## config.mk

```make
export PLATFORM = sky130hd
export DESIGN_NAME = FpRegReadTop
export DESIGN_NICKNAME = d
export VERILOG_FILES = /design/src/hdl/FpPipeTypes.sv /design/src/hdl/FpOpTypes.sv /design/src/hdl/FpRegFileIf.sv /design/src/hdl/FpIssueStage.sv /design/src/hdl/FpPhyRegFile.sv /design/src/hdl/FpRegReadStage.sv /design/src/hdl/FpRegReadTop.sv
export SDC_FILE = /design/constraint.sdc
export NUM_CORES = 2
export LEC_CHECK = 0
export BUFFER_PORTS_ARGS = -buffer_cell sky130_fd_sc_hd__buf_2
export CAP_MARGIN = 10
export CORE_UTILIZATION = 25
export DETAILED_ROUTE_END_ITERATION = 8
export PLACE_DENSITY = 0.39
export SYNTH_ARGS = -nofsm -noshare
export SYNTH_HDL_FRONTEND = slang
export SYNTH_SLANG_ARGS = --single-unit
```

## constraint.sdc

```tcl
create_clock -name clk -period 4.89 [get_ports clk]
set_input_delay 0.7335 -clock clk [delete_from_list [all_inputs] [get_ports clk]]
set_output_delay 0.7335 -clock clk [all_outputs]
set_load 0.01 [all_outputs]
```

## src/hdl/FpPipeTypes.sv

```systemverilog
// FP pipeline types
// Physical register file, active list and op id sizes, plus the
// data-and-ready word that travels from the register file to the read stage

package FpPipeTypes;

    // Physical FP register file
    localparam int FP_PHY_REG_NUM = 64;
    localparam int FP_PHY_REG_NUM_BIT_WIDTH = $clog2(FP_PHY_REG_NUM);

    typedef logic [FP_PHY_REG_NUM_BIT_WIDTH-1:0] PRegNum;

    // Register data word
    localparam int FP_DATA_WIDTH = 32;

    typedef logic [FP_DATA_WIDTH-1:0] FpData;

    // Active list, used for the selective flush range
    localparam int ACTIVE_LIST_ENTRY_NUM = 32;
    localparam int ACTIVE_LIST_ENTRY_NUM_BIT_WIDTH = $clog2(ACTIVE_LIST_ENTRY_NUM);

    typedef logic [ACTIVE_LIST_ENTRY_NUM_BIT_WIDTH-1:0] ActiveListPtr;

    // Micro-op id, carried along for tracing
    localparam int OP_ID_WIDTH = 8;

    typedef logic [OP_ID_WIDTH-1:0] OpId;

    // One register read result
    // valid is the ready bit of the register, or forced to 1 by the read
    // stage when the operand is not used
    typedef struct packed {
        FpData data;
        logic  valid;
    } PRegDataPath;

endpackage : FpPipeTypes

```

## src/hdl/FpOpTypes.sv

```systemverilog
// FP micro-op types
// Op encodings, operand kinds, the issued micro-op and the issue-to-read
// pipeline register built from them

package FpOpTypes;

    // FP micro-op type
    typedef enum logic [2:0] {
        FP_ADD  = 3'd0,
        FP_MUL  = 3'd1,
        FP_FMA  = 3'd2,
        FP_DIV  = 3'd3,
        FP_SQRT = 3'd4,
        FP_MOVI = 3'd5
    } FpOpType;

    // Where an operand comes from
    typedef enum logic {
        OK_NONE = 1'b0,
        OK_REG  = 1'b1
    } OperandKind;

    // Decoded op info, 6 bits
    typedef struct packed {
        FpOpType    opType;
        OperandKind operandKindA;
        OperandKind operandKindB;
        OperandKind operandKindC;
    } FpOpInfo;

    // Op as it leaves the issue queue
    typedef struct packed {
        FpOpType                  opType;
        FpPipeTypes::PRegNum       srcRegA;
        FpPipeTypes::PRegNum       srcRegB;
        FpPipeTypes::PRegNum       srcRegC;
        FpPipeTypes::PRegNum       dstReg;
        logic                     writeReg;
        FpPipeTypes::ActiveListPtr activePtr;
        FpPipeTypes::OpId          opId;
    } FpIssuedOp;

    // Register between the issue stage and the read stage
    typedef struct packed {
        logic      valid;
        FpIssuedOp op;
        FpOpInfo   info;
    } FpRegReadRegPath;

endpackage : FpOpTypes

```

## src/hdl/FpRegFileIf.sv

```systemverilog
// FP register file read interface
// Three source register numbers go out from the read stage and three
// data-and-ready words come back from the register file

`timescale 1ns/10ps

interface FpRegFileIf;
    import FpPipeTypes::*;

    // Read addresses
    PRegNum srcRegA;
    PRegNum srcRegB;
    PRegNum srcRegC;

    // Read results, combinational from the addresses
    PRegDataPath srcDataA;
    PRegDataPath srcDataB;
    PRegDataPath srcDataC;

    modport ReadStage(
        output srcRegA, srcRegB, srcRegC,
        input  srcDataA, srcDataB, srcDataC
    );

    modport RegFile(
        input  srcRegA, srcRegB, srcRegC,
        output srcDataA, srcDataB, srcDataC
    );

endinterface : FpRegFileIf

```

## src/hdl/FpIssueStage.sv

```systemverilog
// FP issue stage
// Captures the issued micro-op each unstalled cycle and decodes which of
// its three operands are read from the register file

`timescale 1ns/10ps

module FpIssueStage (
    input  logic                         clk,
    input  logic                         rst,
    input  logic                         stall,
    input  logic                         clear,
    input  logic                         issueValid,
    input  FpOpTypes::FpIssuedOp         issueOp,
    output FpOpTypes::FpRegReadRegPath   issueOut
);
    import FpOpTypes::*;

    logic      pipeValid;
    FpIssuedOp pipeOp;
    FpOpInfo   pipeInfo;
    FpOpInfo   decodedInfo;

    // Operand usage per op type
    function automatic FpOpInfo decodeOpInfo(input FpOpType opType);
        FpOpInfo info;
        info.opType = opType;
        info.operandKindA = OK_NONE;
        info.operandKindB = OK_NONE;
        info.operandKindC = OK_NONE;
        case (opType)
            FP_FMA: begin
                info.operandKindA = OK_REG;
                info.operandKindB = OK_REG;
                info.operandKindC = OK_REG;
            end
            FP_ADD, FP_MUL, FP_DIV: begin
                info.operandKindA = OK_REG;
                info.operandKindB = OK_REG;
            end
            FP_SQRT: begin
                info.operandKindA = OK_REG;
            end
            default: begin
                // MOVI carries its value in the op, nothing to read
                info.operandKindA = OK_NONE;
            end
        endcase
        return info;
    endfunction

    always_comb begin
        decodedInfo = decodeOpInfo(issueOp.opType);
    end

    // Valid bit, dropped on clear even while stalled
    always_ff @(posedge clk) begin
        if (rst || clear) begin
            pipeValid <= 1'b0;
        end else if (!stall) begin
            pipeValid <= issueValid;
        end
    end

    // Payload
    always_ff @(posedge clk) begin
        if (!stall) begin
            pipeOp <= issueOp;
            pipeInfo <= decodedInfo;
        end
    end

    // A clear also keeps the read stage from picking up the held op
    always_comb begin
        issueOut.valid = pipeValid && !clear;
        issueOut.op = pipeOp;
        issueOut.info = pipeInfo;
    end

endmodule : FpIssueStage

```

## src/hdl/FpPhyRegFile.sv

```systemverilog
// Physical FP register file
// 64 data words with one ready bit each. Writeback stores data and marks
// the register ready; allocation marks it not ready. Three combinational
// read ports return data together with the ready bit.

`timescale 1ns/10ps

module FpPhyRegFile (
    input  logic                clk,
    input  logic                rst,
    input  logic                wbEn,
    input  FpPipeTypes::PRegNum wbReg,
    input  FpPipeTypes::FpData  wbData,
    input  logic                allocEn,
    input  FpPipeTypes::PRegNum allocReg,
    FpRegFileIf.RegFile         regs
);
    import FpPipeTypes::*;

    FpData                     dataMem [FP_PHY_REG_NUM];
    logic [FP_PHY_REG_NUM-1:0] readyBits;

    // Data storage
    always_ff @(posedge clk) begin
        if (wbEn) begin
            dataMem[wbReg] <= wbData;
        end
    end

    // Ready bits
    // The writeback assignment comes last so it wins over an allocation
    // of the same register in the same cycle
    always_ff @(posedge clk) begin
        if (rst) begin
            readyBits <= '0;
        end else begin
            if (allocEn) begin
                readyBits[allocReg] <= 1'b0;
            end
            if (wbEn) begin
                readyBits[wbReg] <= 1'b1;
            end
        end
    end

    // Read ports, no write-to-read forwarding
    always_comb begin
        regs.srcDataA.data = dataMem[regs.srcRegA];
        regs.srcDataA.valid = readyBits[regs.srcRegA];

        regs.srcDataB.data = dataMem[regs.srcRegB];
        regs.srcDataB.valid = readyBits[regs.srcRegB];

        regs.srcDataC.data = dataMem[regs.srcRegC];
        regs.srcDataC.valid = readyBits[regs.srcRegC];
    end

endmodule : FpPhyRegFile

```

## src/hdl/FpRegReadStage.sv

```systemverilog
// FP register read stage
// Holds the op coming from the issue stage, reads its three sources,
// marks operands as ready or not, and kills ops caught in a selective
// active-list flush. Flushed divide and square-root ops are reported so
// that the divider reservation can be released.

`timescale 1ns/10ps

module FpRegReadStage (
    input  logic                       clk,
    input  logic                       rst,
    input  logic                       stall,
    input  logic                       clear,
    input  logic                       flushActive,
    input  FpPipeTypes::ActiveListPtr  flushHead,
    input  FpPipeTypes::ActiveListPtr  flushTail,
    input  FpOpTypes::FpRegReadRegPath issueOut,
    FpRegFileIf.ReadStage              regs,
    output logic                       rrValid,
    output FpOpTypes::FpIssuedOp       rrOp,
    output FpPipeTypes::PRegDataPath   rrOperandA,
    output FpPipeTypes::PRegDataPath   rrOperandB,
    output FpPipeTypes::PRegDataPath   rrOperandC,
    output logic                       rrIsFlushed
);
    import FpPipeTypes::*;
    import FpOpTypes::*;

    logic      pipeValid;
    FpIssuedOp pipeOp;
    FpOpInfo   pipeInfo;
    logic      flush;

    // Circular range check, head inclusive and tail exclusive
    // head == tail is an empty range
    function automatic logic inFlushRange(
        input ActiveListPtr head,
        input ActiveListPtr tail,
        input ActiveListPtr ptr
    );
        logic hit;
        if (head <= tail) begin
            hit = (ptr >= head) && (ptr < tail);
        end else begin
            // Range wraps past the last entry
            hit = (ptr >= head) || (ptr < tail);
        end
        return hit;
    endfunction

    // Pipeline register
    always_ff @(posedge clk) begin
        if (rst) begin
            pipeValid <= 1'b0;
        end else if (!stall) begin
            pipeValid <= issueOut.valid;
        end
    end

    always_ff @(posedge clk) begin
        if (!stall) begin
            pipeOp <= issueOut.op;
            pipeInfo <= issueOut.info;
        end
    end

    // Source numbers to the register file
    always_comb begin
        regs.srcRegA = pipeOp.srcRegA;
        regs.srcRegB = pipeOp.srcRegB;
        regs.srcRegC = pipeOp.srcRegC;
    end

    // Operand assembly
    // An unused operand never holds the op back, so its valid is forced high
    always_comb begin
        rrOperandA = regs.srcDataA;
        rrOperandB = regs.srcDataB;
        rrOperandC = regs.srcDataC;
        rrOperandA.valid = (pipeInfo.operandKindA != OK_REG) || regs.srcDataA.valid;
        rrOperandB.valid = (pipeInfo.operandKindB != OK_REG) || regs.srcDataB.valid;
        rrOperandC.valid = (pipeInfo.operandKindC != OK_REG) || regs.srcDataC.valid;
    end

    // Flush and output valid
    always_comb begin
        flush = flushActive && inFlushRange(flushHead, flushTail, pipeOp.activePtr);
        rrValid = (rst || stall || clear || flush) ? 1'b0 : pipeValid;
        rrOp = pipeOp;
    end

    // Divider cancel, reported even while stalled
    always_comb begin
        if (pipeOp.opType inside {FP_DIV, FP_SQRT}) begin
            rrIsFlushed = pipeValid && flush;
        end else begin
            rrIsFlushed = 1'b0;
        end
    end

endmodule : FpRegReadStage

```

## src/hdl/FpRegReadTop.sv

```systemverilog
// FP register read slice
// Issue stage, physical register file and register read stage, joined
// through the register file interface, with plain ports outside

`timescale 1ns/10ps

module FpRegReadTop (
    input  logic                      clk,
    input  logic                      rst,
    input  logic                      stall,
    input  logic                      clear,
    input  logic                      issueValid,
    input  FpOpTypes::FpOpType        issueOpType,
    input  FpPipeTypes::PRegNum       issueSrcA,
    input  FpPipeTypes::PRegNum       issueSrcB,
    input  FpPipeTypes::PRegNum       issueSrcC,
    input  FpPipeTypes::PRegNum       issueDst,
    input  logic                      issueWriteReg,
    input  FpPipeTypes::ActiveListPtr issueActivePtr,
    input  FpPipeTypes::OpId          issueOpId,
    input  logic                      wbEn,
    input  FpPipeTypes::PRegNum       wbReg,
    input  FpPipeTypes::FpData        wbData,
    input  logic                      allocEn,
    input  FpPipeTypes::PRegNum       allocReg,
    input  logic                      flushActive,
    input  FpPipeTypes::ActiveListPtr flushHead,
    input  FpPipeTypes::ActiveListPtr flushTail,
    output logic                      rrValid,
    output FpOpTypes::FpOpType        rrOpType,
    output FpPipeTypes::OpId          rrOpId,
    output FpPipeTypes::ActiveListPtr rrActivePtr,
    output FpPipeTypes::PRegNum       rrDst,
    output logic                      rrWriteReg,
    output FpPipeTypes::FpData        rrDataA,
    output FpPipeTypes::FpData        rrDataB,
    output FpPipeTypes::FpData        rrDataC,
    output logic                      rrReadyA,
    output logic                      rrReadyB,
    output logic                      rrReadyC,
    output logic                      rrIsFlushed
);
    import FpPipeTypes::*;
    import FpOpTypes::*;

    FpIssuedOp       issueOp;
    FpRegReadRegPath issueOut;
    FpIssuedOp       rrOp;
    PRegDataPath     rrOperandA;
    PRegDataPath     rrOperandB;
    PRegDataPath     rrOperandC;

    FpRegFileIf regFileIf ();

    // Pack the issue inputs
    always_comb begin
        issueOp.opType = issueOpType;
        issueOp.srcRegA = issueSrcA;
        issueOp.srcRegB = issueSrcB;
        issueOp.srcRegC = issueSrcC;
        issueOp.dstReg = issueDst;
        issueOp.writeReg = issueWriteReg;
        issueOp.activePtr = issueActivePtr;
        issueOp.opId = issueOpId;
    end

    FpIssueStage issueStage (
        .clk        (clk),
        .rst        (rst),
        .stall      (stall),
        .clear      (clear),
        .issueValid (issueValid),
        .issueOp    (issueOp),
        .issueOut   (issueOut)
    );

    FpPhyRegFile phyRegFile (
        .clk      (clk),
        .rst      (rst),
        .wbEn     (wbEn),
        .wbReg    (wbReg),
        .wbData   (wbData),
        .allocEn  (allocEn),
        .allocReg (allocReg),
        .regs     (regFileIf.RegFile)
    );

    FpRegReadStage regReadStage (
        .clk         (clk),
        .rst         (rst),
        .stall       (stall),
        .clear       (clear),
        .flushActive (flushActive),
        .flushHead   (flushHead),
        .flushTail   (flushTail),
        .issueOut    (issueOut),
        .regs        (regFileIf.ReadStage),
        .rrValid     (rrValid),
        .rrOp        (rrOp),
        .rrOperandA  (rrOperandA),
        .rrOperandB  (rrOperandB),
        .rrOperandC  (rrOperandC),
        .rrIsFlushed (rrIsFlushed)
    );

    // Unpack the read stage outputs
    always_comb begin
        rrOpType = rrOp.opType;
        rrOpId = rrOp.opId;
        rrActivePtr = rrOp.activePtr;
        rrDst = rrOp.dstReg;
        rrWriteReg = rrOp.writeReg;
        rrDataA = rrOperandA.data;
        rrDataB = rrOperandB.data;
        rrDataC = rrOperandC.data;
        rrReadyA = rrOperandA.valid;
        rrReadyB = rrOperandB.valid;
        rrReadyC = rrOperandC.valid;
    end

endmodule : FpRegReadTop

```

==> summary.md <==
| Metric | Value |
|---|---|
| Outcome | `complete, no violations` |
| Leakage | `43.45 nW` |
| Final core utilization | `29.86%` |
| Element type at the critical path start | `flop` |
| Critical path type | `reg -> out` |
| Clk network pwr share | `41.3%` |
| Initial antenna violation count | `83` |
| Clock Tree Buf Depth | `4` |
| Final setup vio count | `0` |
| Placer congestion estimate | `just over 0.8` |
| Slew margin rel. | `9.799%` |
| Mapped Cells | `5769` |
| CTS sink cnt | `~2200` |
| Die area | `472900 sq um` |
| CP max FO | `15` |
| Vias in the first global route | `73760` |
| Num CTS Buffers | `284` |
| Cell Rows | `251` |
| Fillers | `45090` |
| Seq/Total Area, Yosys | `between 50% and 60%` |
| GRT Util Overall | `22.85%` |
| Fin. max-slew vios | `0` |
| Most used cell, CP | `buf_4` |
| Via count | `between 70000 and 80000` |
| Max Clock Freq | `206.0 MHz` |
| Largest net degree at the start of global routing | `73` |
| CP max stage delay | `between 0.8 and 0.9 ns` |
| Syn_area_per_cell | `20.37 sq um` |
| DRT Wirelength | `around 550000 microns` |
| Starting Density | `25.13%` |
| Sequential fraction of design power | `slightly above 40%` |
| PwrDens | `377.8 nW/um^2` |
| Synth Cell Area | `between 100000 and 150000 sq um` |
| GRT overflow | `0` |
| Unrepaired setup endpoints after global routing | `yes` |
| Warnings from Yosys | `0` |
| Slew of the pin with the lowest slew margin | `around 1.4 ns` |
| Max_cap viols | `0` |
| Tmin final | `4.854 ns` |
| Mapped Nets | `slightly below 6000` |
| Worst skew pair latency | `between 0.9 and 1 ns` |
| Clock root buffer master | `clkbuf_16` |
| Power share of the combinational group | `18.3%` |
| Worst Skew | `0.04871 ns` |
| Most frequent cells in the layout | `edfxtp_1 (2136), mux4_2 (1860), clkbuf_16 (294), buf_4 (274), buf_2 (226)` |
| Synth unique cells | `40` |
| Critical Path RT | `between 4 and 5 ns` |
| Finished Layout Cells | `12760` |
| HPWL after detailed placement | `343000 microns` |
| # port buffers | `226` |
| H-tree Lvls | `5` |
| Pint | `37.84 mW` |
| Syn-to-layout area delta | `18.79%` |
| Placed instance area | `128900 sq um` |
| DRT Pass-1 Iters | `5` |
| Post-Place Cells | `12060` |
| Antenna-violating nets left | `0` |
| Number of nets in the layout | `6327` |
| Psw | `14.91 mW` |
| Fin crit share | `99.27%` |
| Worst-path clk slew | `about 0.060 ns` |
| Hold_ws | `~0.086 ns` |
| Area of the core | `467600 sq um` |
| Maximum VDD drop | `305.4 uV` |
| Synth async-reset ratio | `0%` |
| Slowest CP cell | `nor2_2` |
| Initial DRC count | `9929` |
| CTS tree | `yes` |
| Ys flop type | `edfxtp_1` |
| Most common cell after layout, fill and taps aside | `edfxtp_1` |
| Place WS | `0.5238 ns` |
| Vias per inst | `approximately 5.7` |
| Hold WC Path Type | `in -> reg` |
| Crit path DAT | `4.12 ns` |
| Seq cells post-synth | `~2200` |
| Finished Cell Area | `139600 sq um` |
| Number of synthesized flops with an enable pin | `2136` |
| Critical Path End Type | `output port` |
| Global-route wire length before repair | `723900 microns` |
| Hold Fails Final Rpt | `0` |
| Share of cells above drive strength 1 | `47.89%` |
| Wire per inst | `43.17 microns` |
| Die Y-Extent | `687.7 microns` |
| I/O pins | `227` |
| Worst setup margin | `0.03563 ns` |
| # DRC | `0` |
| CP cell instances | `buf_4 -> nor2b_4 -> buf_4 -> a22oi_1 -> a31oi_1 -> o21ai_0 -> o22ai_1 -> nor2_2 -> buf_2` |
| Switching part of the total power | `28.26%` |
| Die width | `687.7 microns` |
==> through the flow <==
step	TNS (ns)	power (mW)
finish	0	52.74
floorplan	0	26.89
detailed placement	0	31.29
global placement	0	31.32
CTS	0	53.24
global route	-0.1866	54.12
==> cells in the mapped netlist, drive strengths merged, types with 2 or more instances <==
library cell | instances | share of area [%]
mux2 | 23 | 0.22
edfxtp | 2136 | 55
nand3b | 4 | 0.026
o22ai | 120 | 0.64
o21ai | 85 | 0.36
o21a | 2 | 0.013
nand3 | 49 | 0.21
mux4 | 1860 | 36
ha | 14 | 0.15
a32oi | 2 | 0.015
a211oi | 2 | 0.013
a22oi | 128 | 0.82
mux2i | 181 | 1.5
nor2 | 73 | 0.23
and2 | 12 | 0.064
a21o | 2 | 0.013
nor3b | 4 | 0.026
a31oi | 15 | 0.080
nand2b | 70 | 0.37
clkbuf | 241 | 0.77
nor3 | 3 | 0.013
o31ai | 2 | 0.013
or2 | 6 | 0.032
o211ai | 43 | 0.27
buf | 292 | 1.3
and3b | 2 | 0.015
dfxtp | 84 | 1.4
or3b | 3 | 0.022
a21oi | 77 | 0.33
inv | 76 | 0.24
nand2 | 126 | 0.40
nor2b | 22 | 0.12
and3 | 7 | 0.037
==> power by group through the flow <==
| stage | sequential (mW) | clock [mW] | combinational (mW) |
|---|---|---|---|
| 6_report | 21.3 | 21.8 | 9.66 |
| 5_1_grt | 21.3 | 22.8 | 10.0 |
| 4_1_cts | 21.3 | 22.2 | 9.74 |
| 3_5_place_dp | 21.7 | 0 | 9.55 |
| 3_3_place_gp | 21.7 | 0 | 9.60 |
| 2_1_floorplan | 21.5 | 0 | 5.37 |
==> metal layers <==
| metal | vias to the layer above | share of wire (%) | wire length, microns | track usage (%) |
|---|---|---|---|---|
| met5 | - | 0.024 | 130 | 0 |
| met4 | 22 | 4.3 | 23670 | 8.322 |
| met3 | 790 | 8.7 | 47970 | 5.316 |
| met2 | 4374 | 45 | 250400 | 35.42 |
| met1 | 40930 | 42 | 228700 | 31.27 |
| li1 | 26960 | - | - | - |
==> worst max-delay path: cells and delay by family (launching register included) <==
kind | cells | cell delay, ns
buf+inv | 3 | 0.89
simple gates | 2 | 1.00
compound gates | 4 | 0.72
flops | 1 | 0.47
==> kinds of logic (layout without fill, tap and decap cells) <==
logic type | count (synthesis) | after routing | share of synthesized area, %
mux | 2064 | 2064 | 37.40
other cells | 0 | 126 | 0
simple gates | 384 | 384 | 1.586
buf+inv | 609 | 1278 | 2.294
fa+ha+maj | 14 | 14 | 0.1490
flops | 2220 | 2220 | 56.00
compound gates | 478 | 478 | 2.567
==> registers in the layout (all words and copies together), names as in the netlist, named ones only <==
register,count
issueStage.issueOut,44
issueStage.pipeValid,1
phyRegFile.dataMem,2048
phyRegFile.readyBits,64
regReadStage.pipeInfo,3
regReadStage.pipeValid,1
regReadStage.regs.srcRegA,6
regReadStage.regs.srcRegB,6
regReadStage.regs.srcRegC,6
regReadStage.rrOp,23
==> what timing repair did <==
action                                 in CTS  in global routing
pin swaps                                   0                  0
setup endpoints to repair                  43                 11
gates resized for setup                    40                 11
hold buffers                               42                  0
cloned                                      4                  1
buffers inserted                           14                  2
endpoints found under the hold margin      42                  0
==> path summary, 6_finish.rpt <==
path	to	cells after the start	from	slack [ns]
worst max-delay path	rrDataA[2]	9	flop	0.04
worst max register to register	flop	2	regReadStage.regs.srcRegB[1]$_DFFE_PN_	3.44
worst min register to register	regReadStage.pipeInfo[0]$_DFFE_PN_	0	issueStage.issueOut[0]$_DFFE_PN_	0.42
worst min-delay path	issueStage.pipeValid$_SDFFE_PP0N_	3	issueValid	0.09
==> area by class of cell <==
cell class | count | area [sq um] | share of cell area, %
Clock buffer | 351 | 7610 | 5.450
Clock inverter | 163 | 1815 | 1.300
Multi-Input combinational cell | 2940 | 49230 | 35.26
Sequential cell | 2220 | 65880 | 47.18
Tap cell | 6198 | 7755 | 5.554
Inverter | 76 | 437.9 | 0.3136
Timing Repair Buffer | 688 | 6586 | 4.717
Antenna cell | 126 | 315.3 | 0.2258
Note: power is estimated with default switching activity, not from simulation.
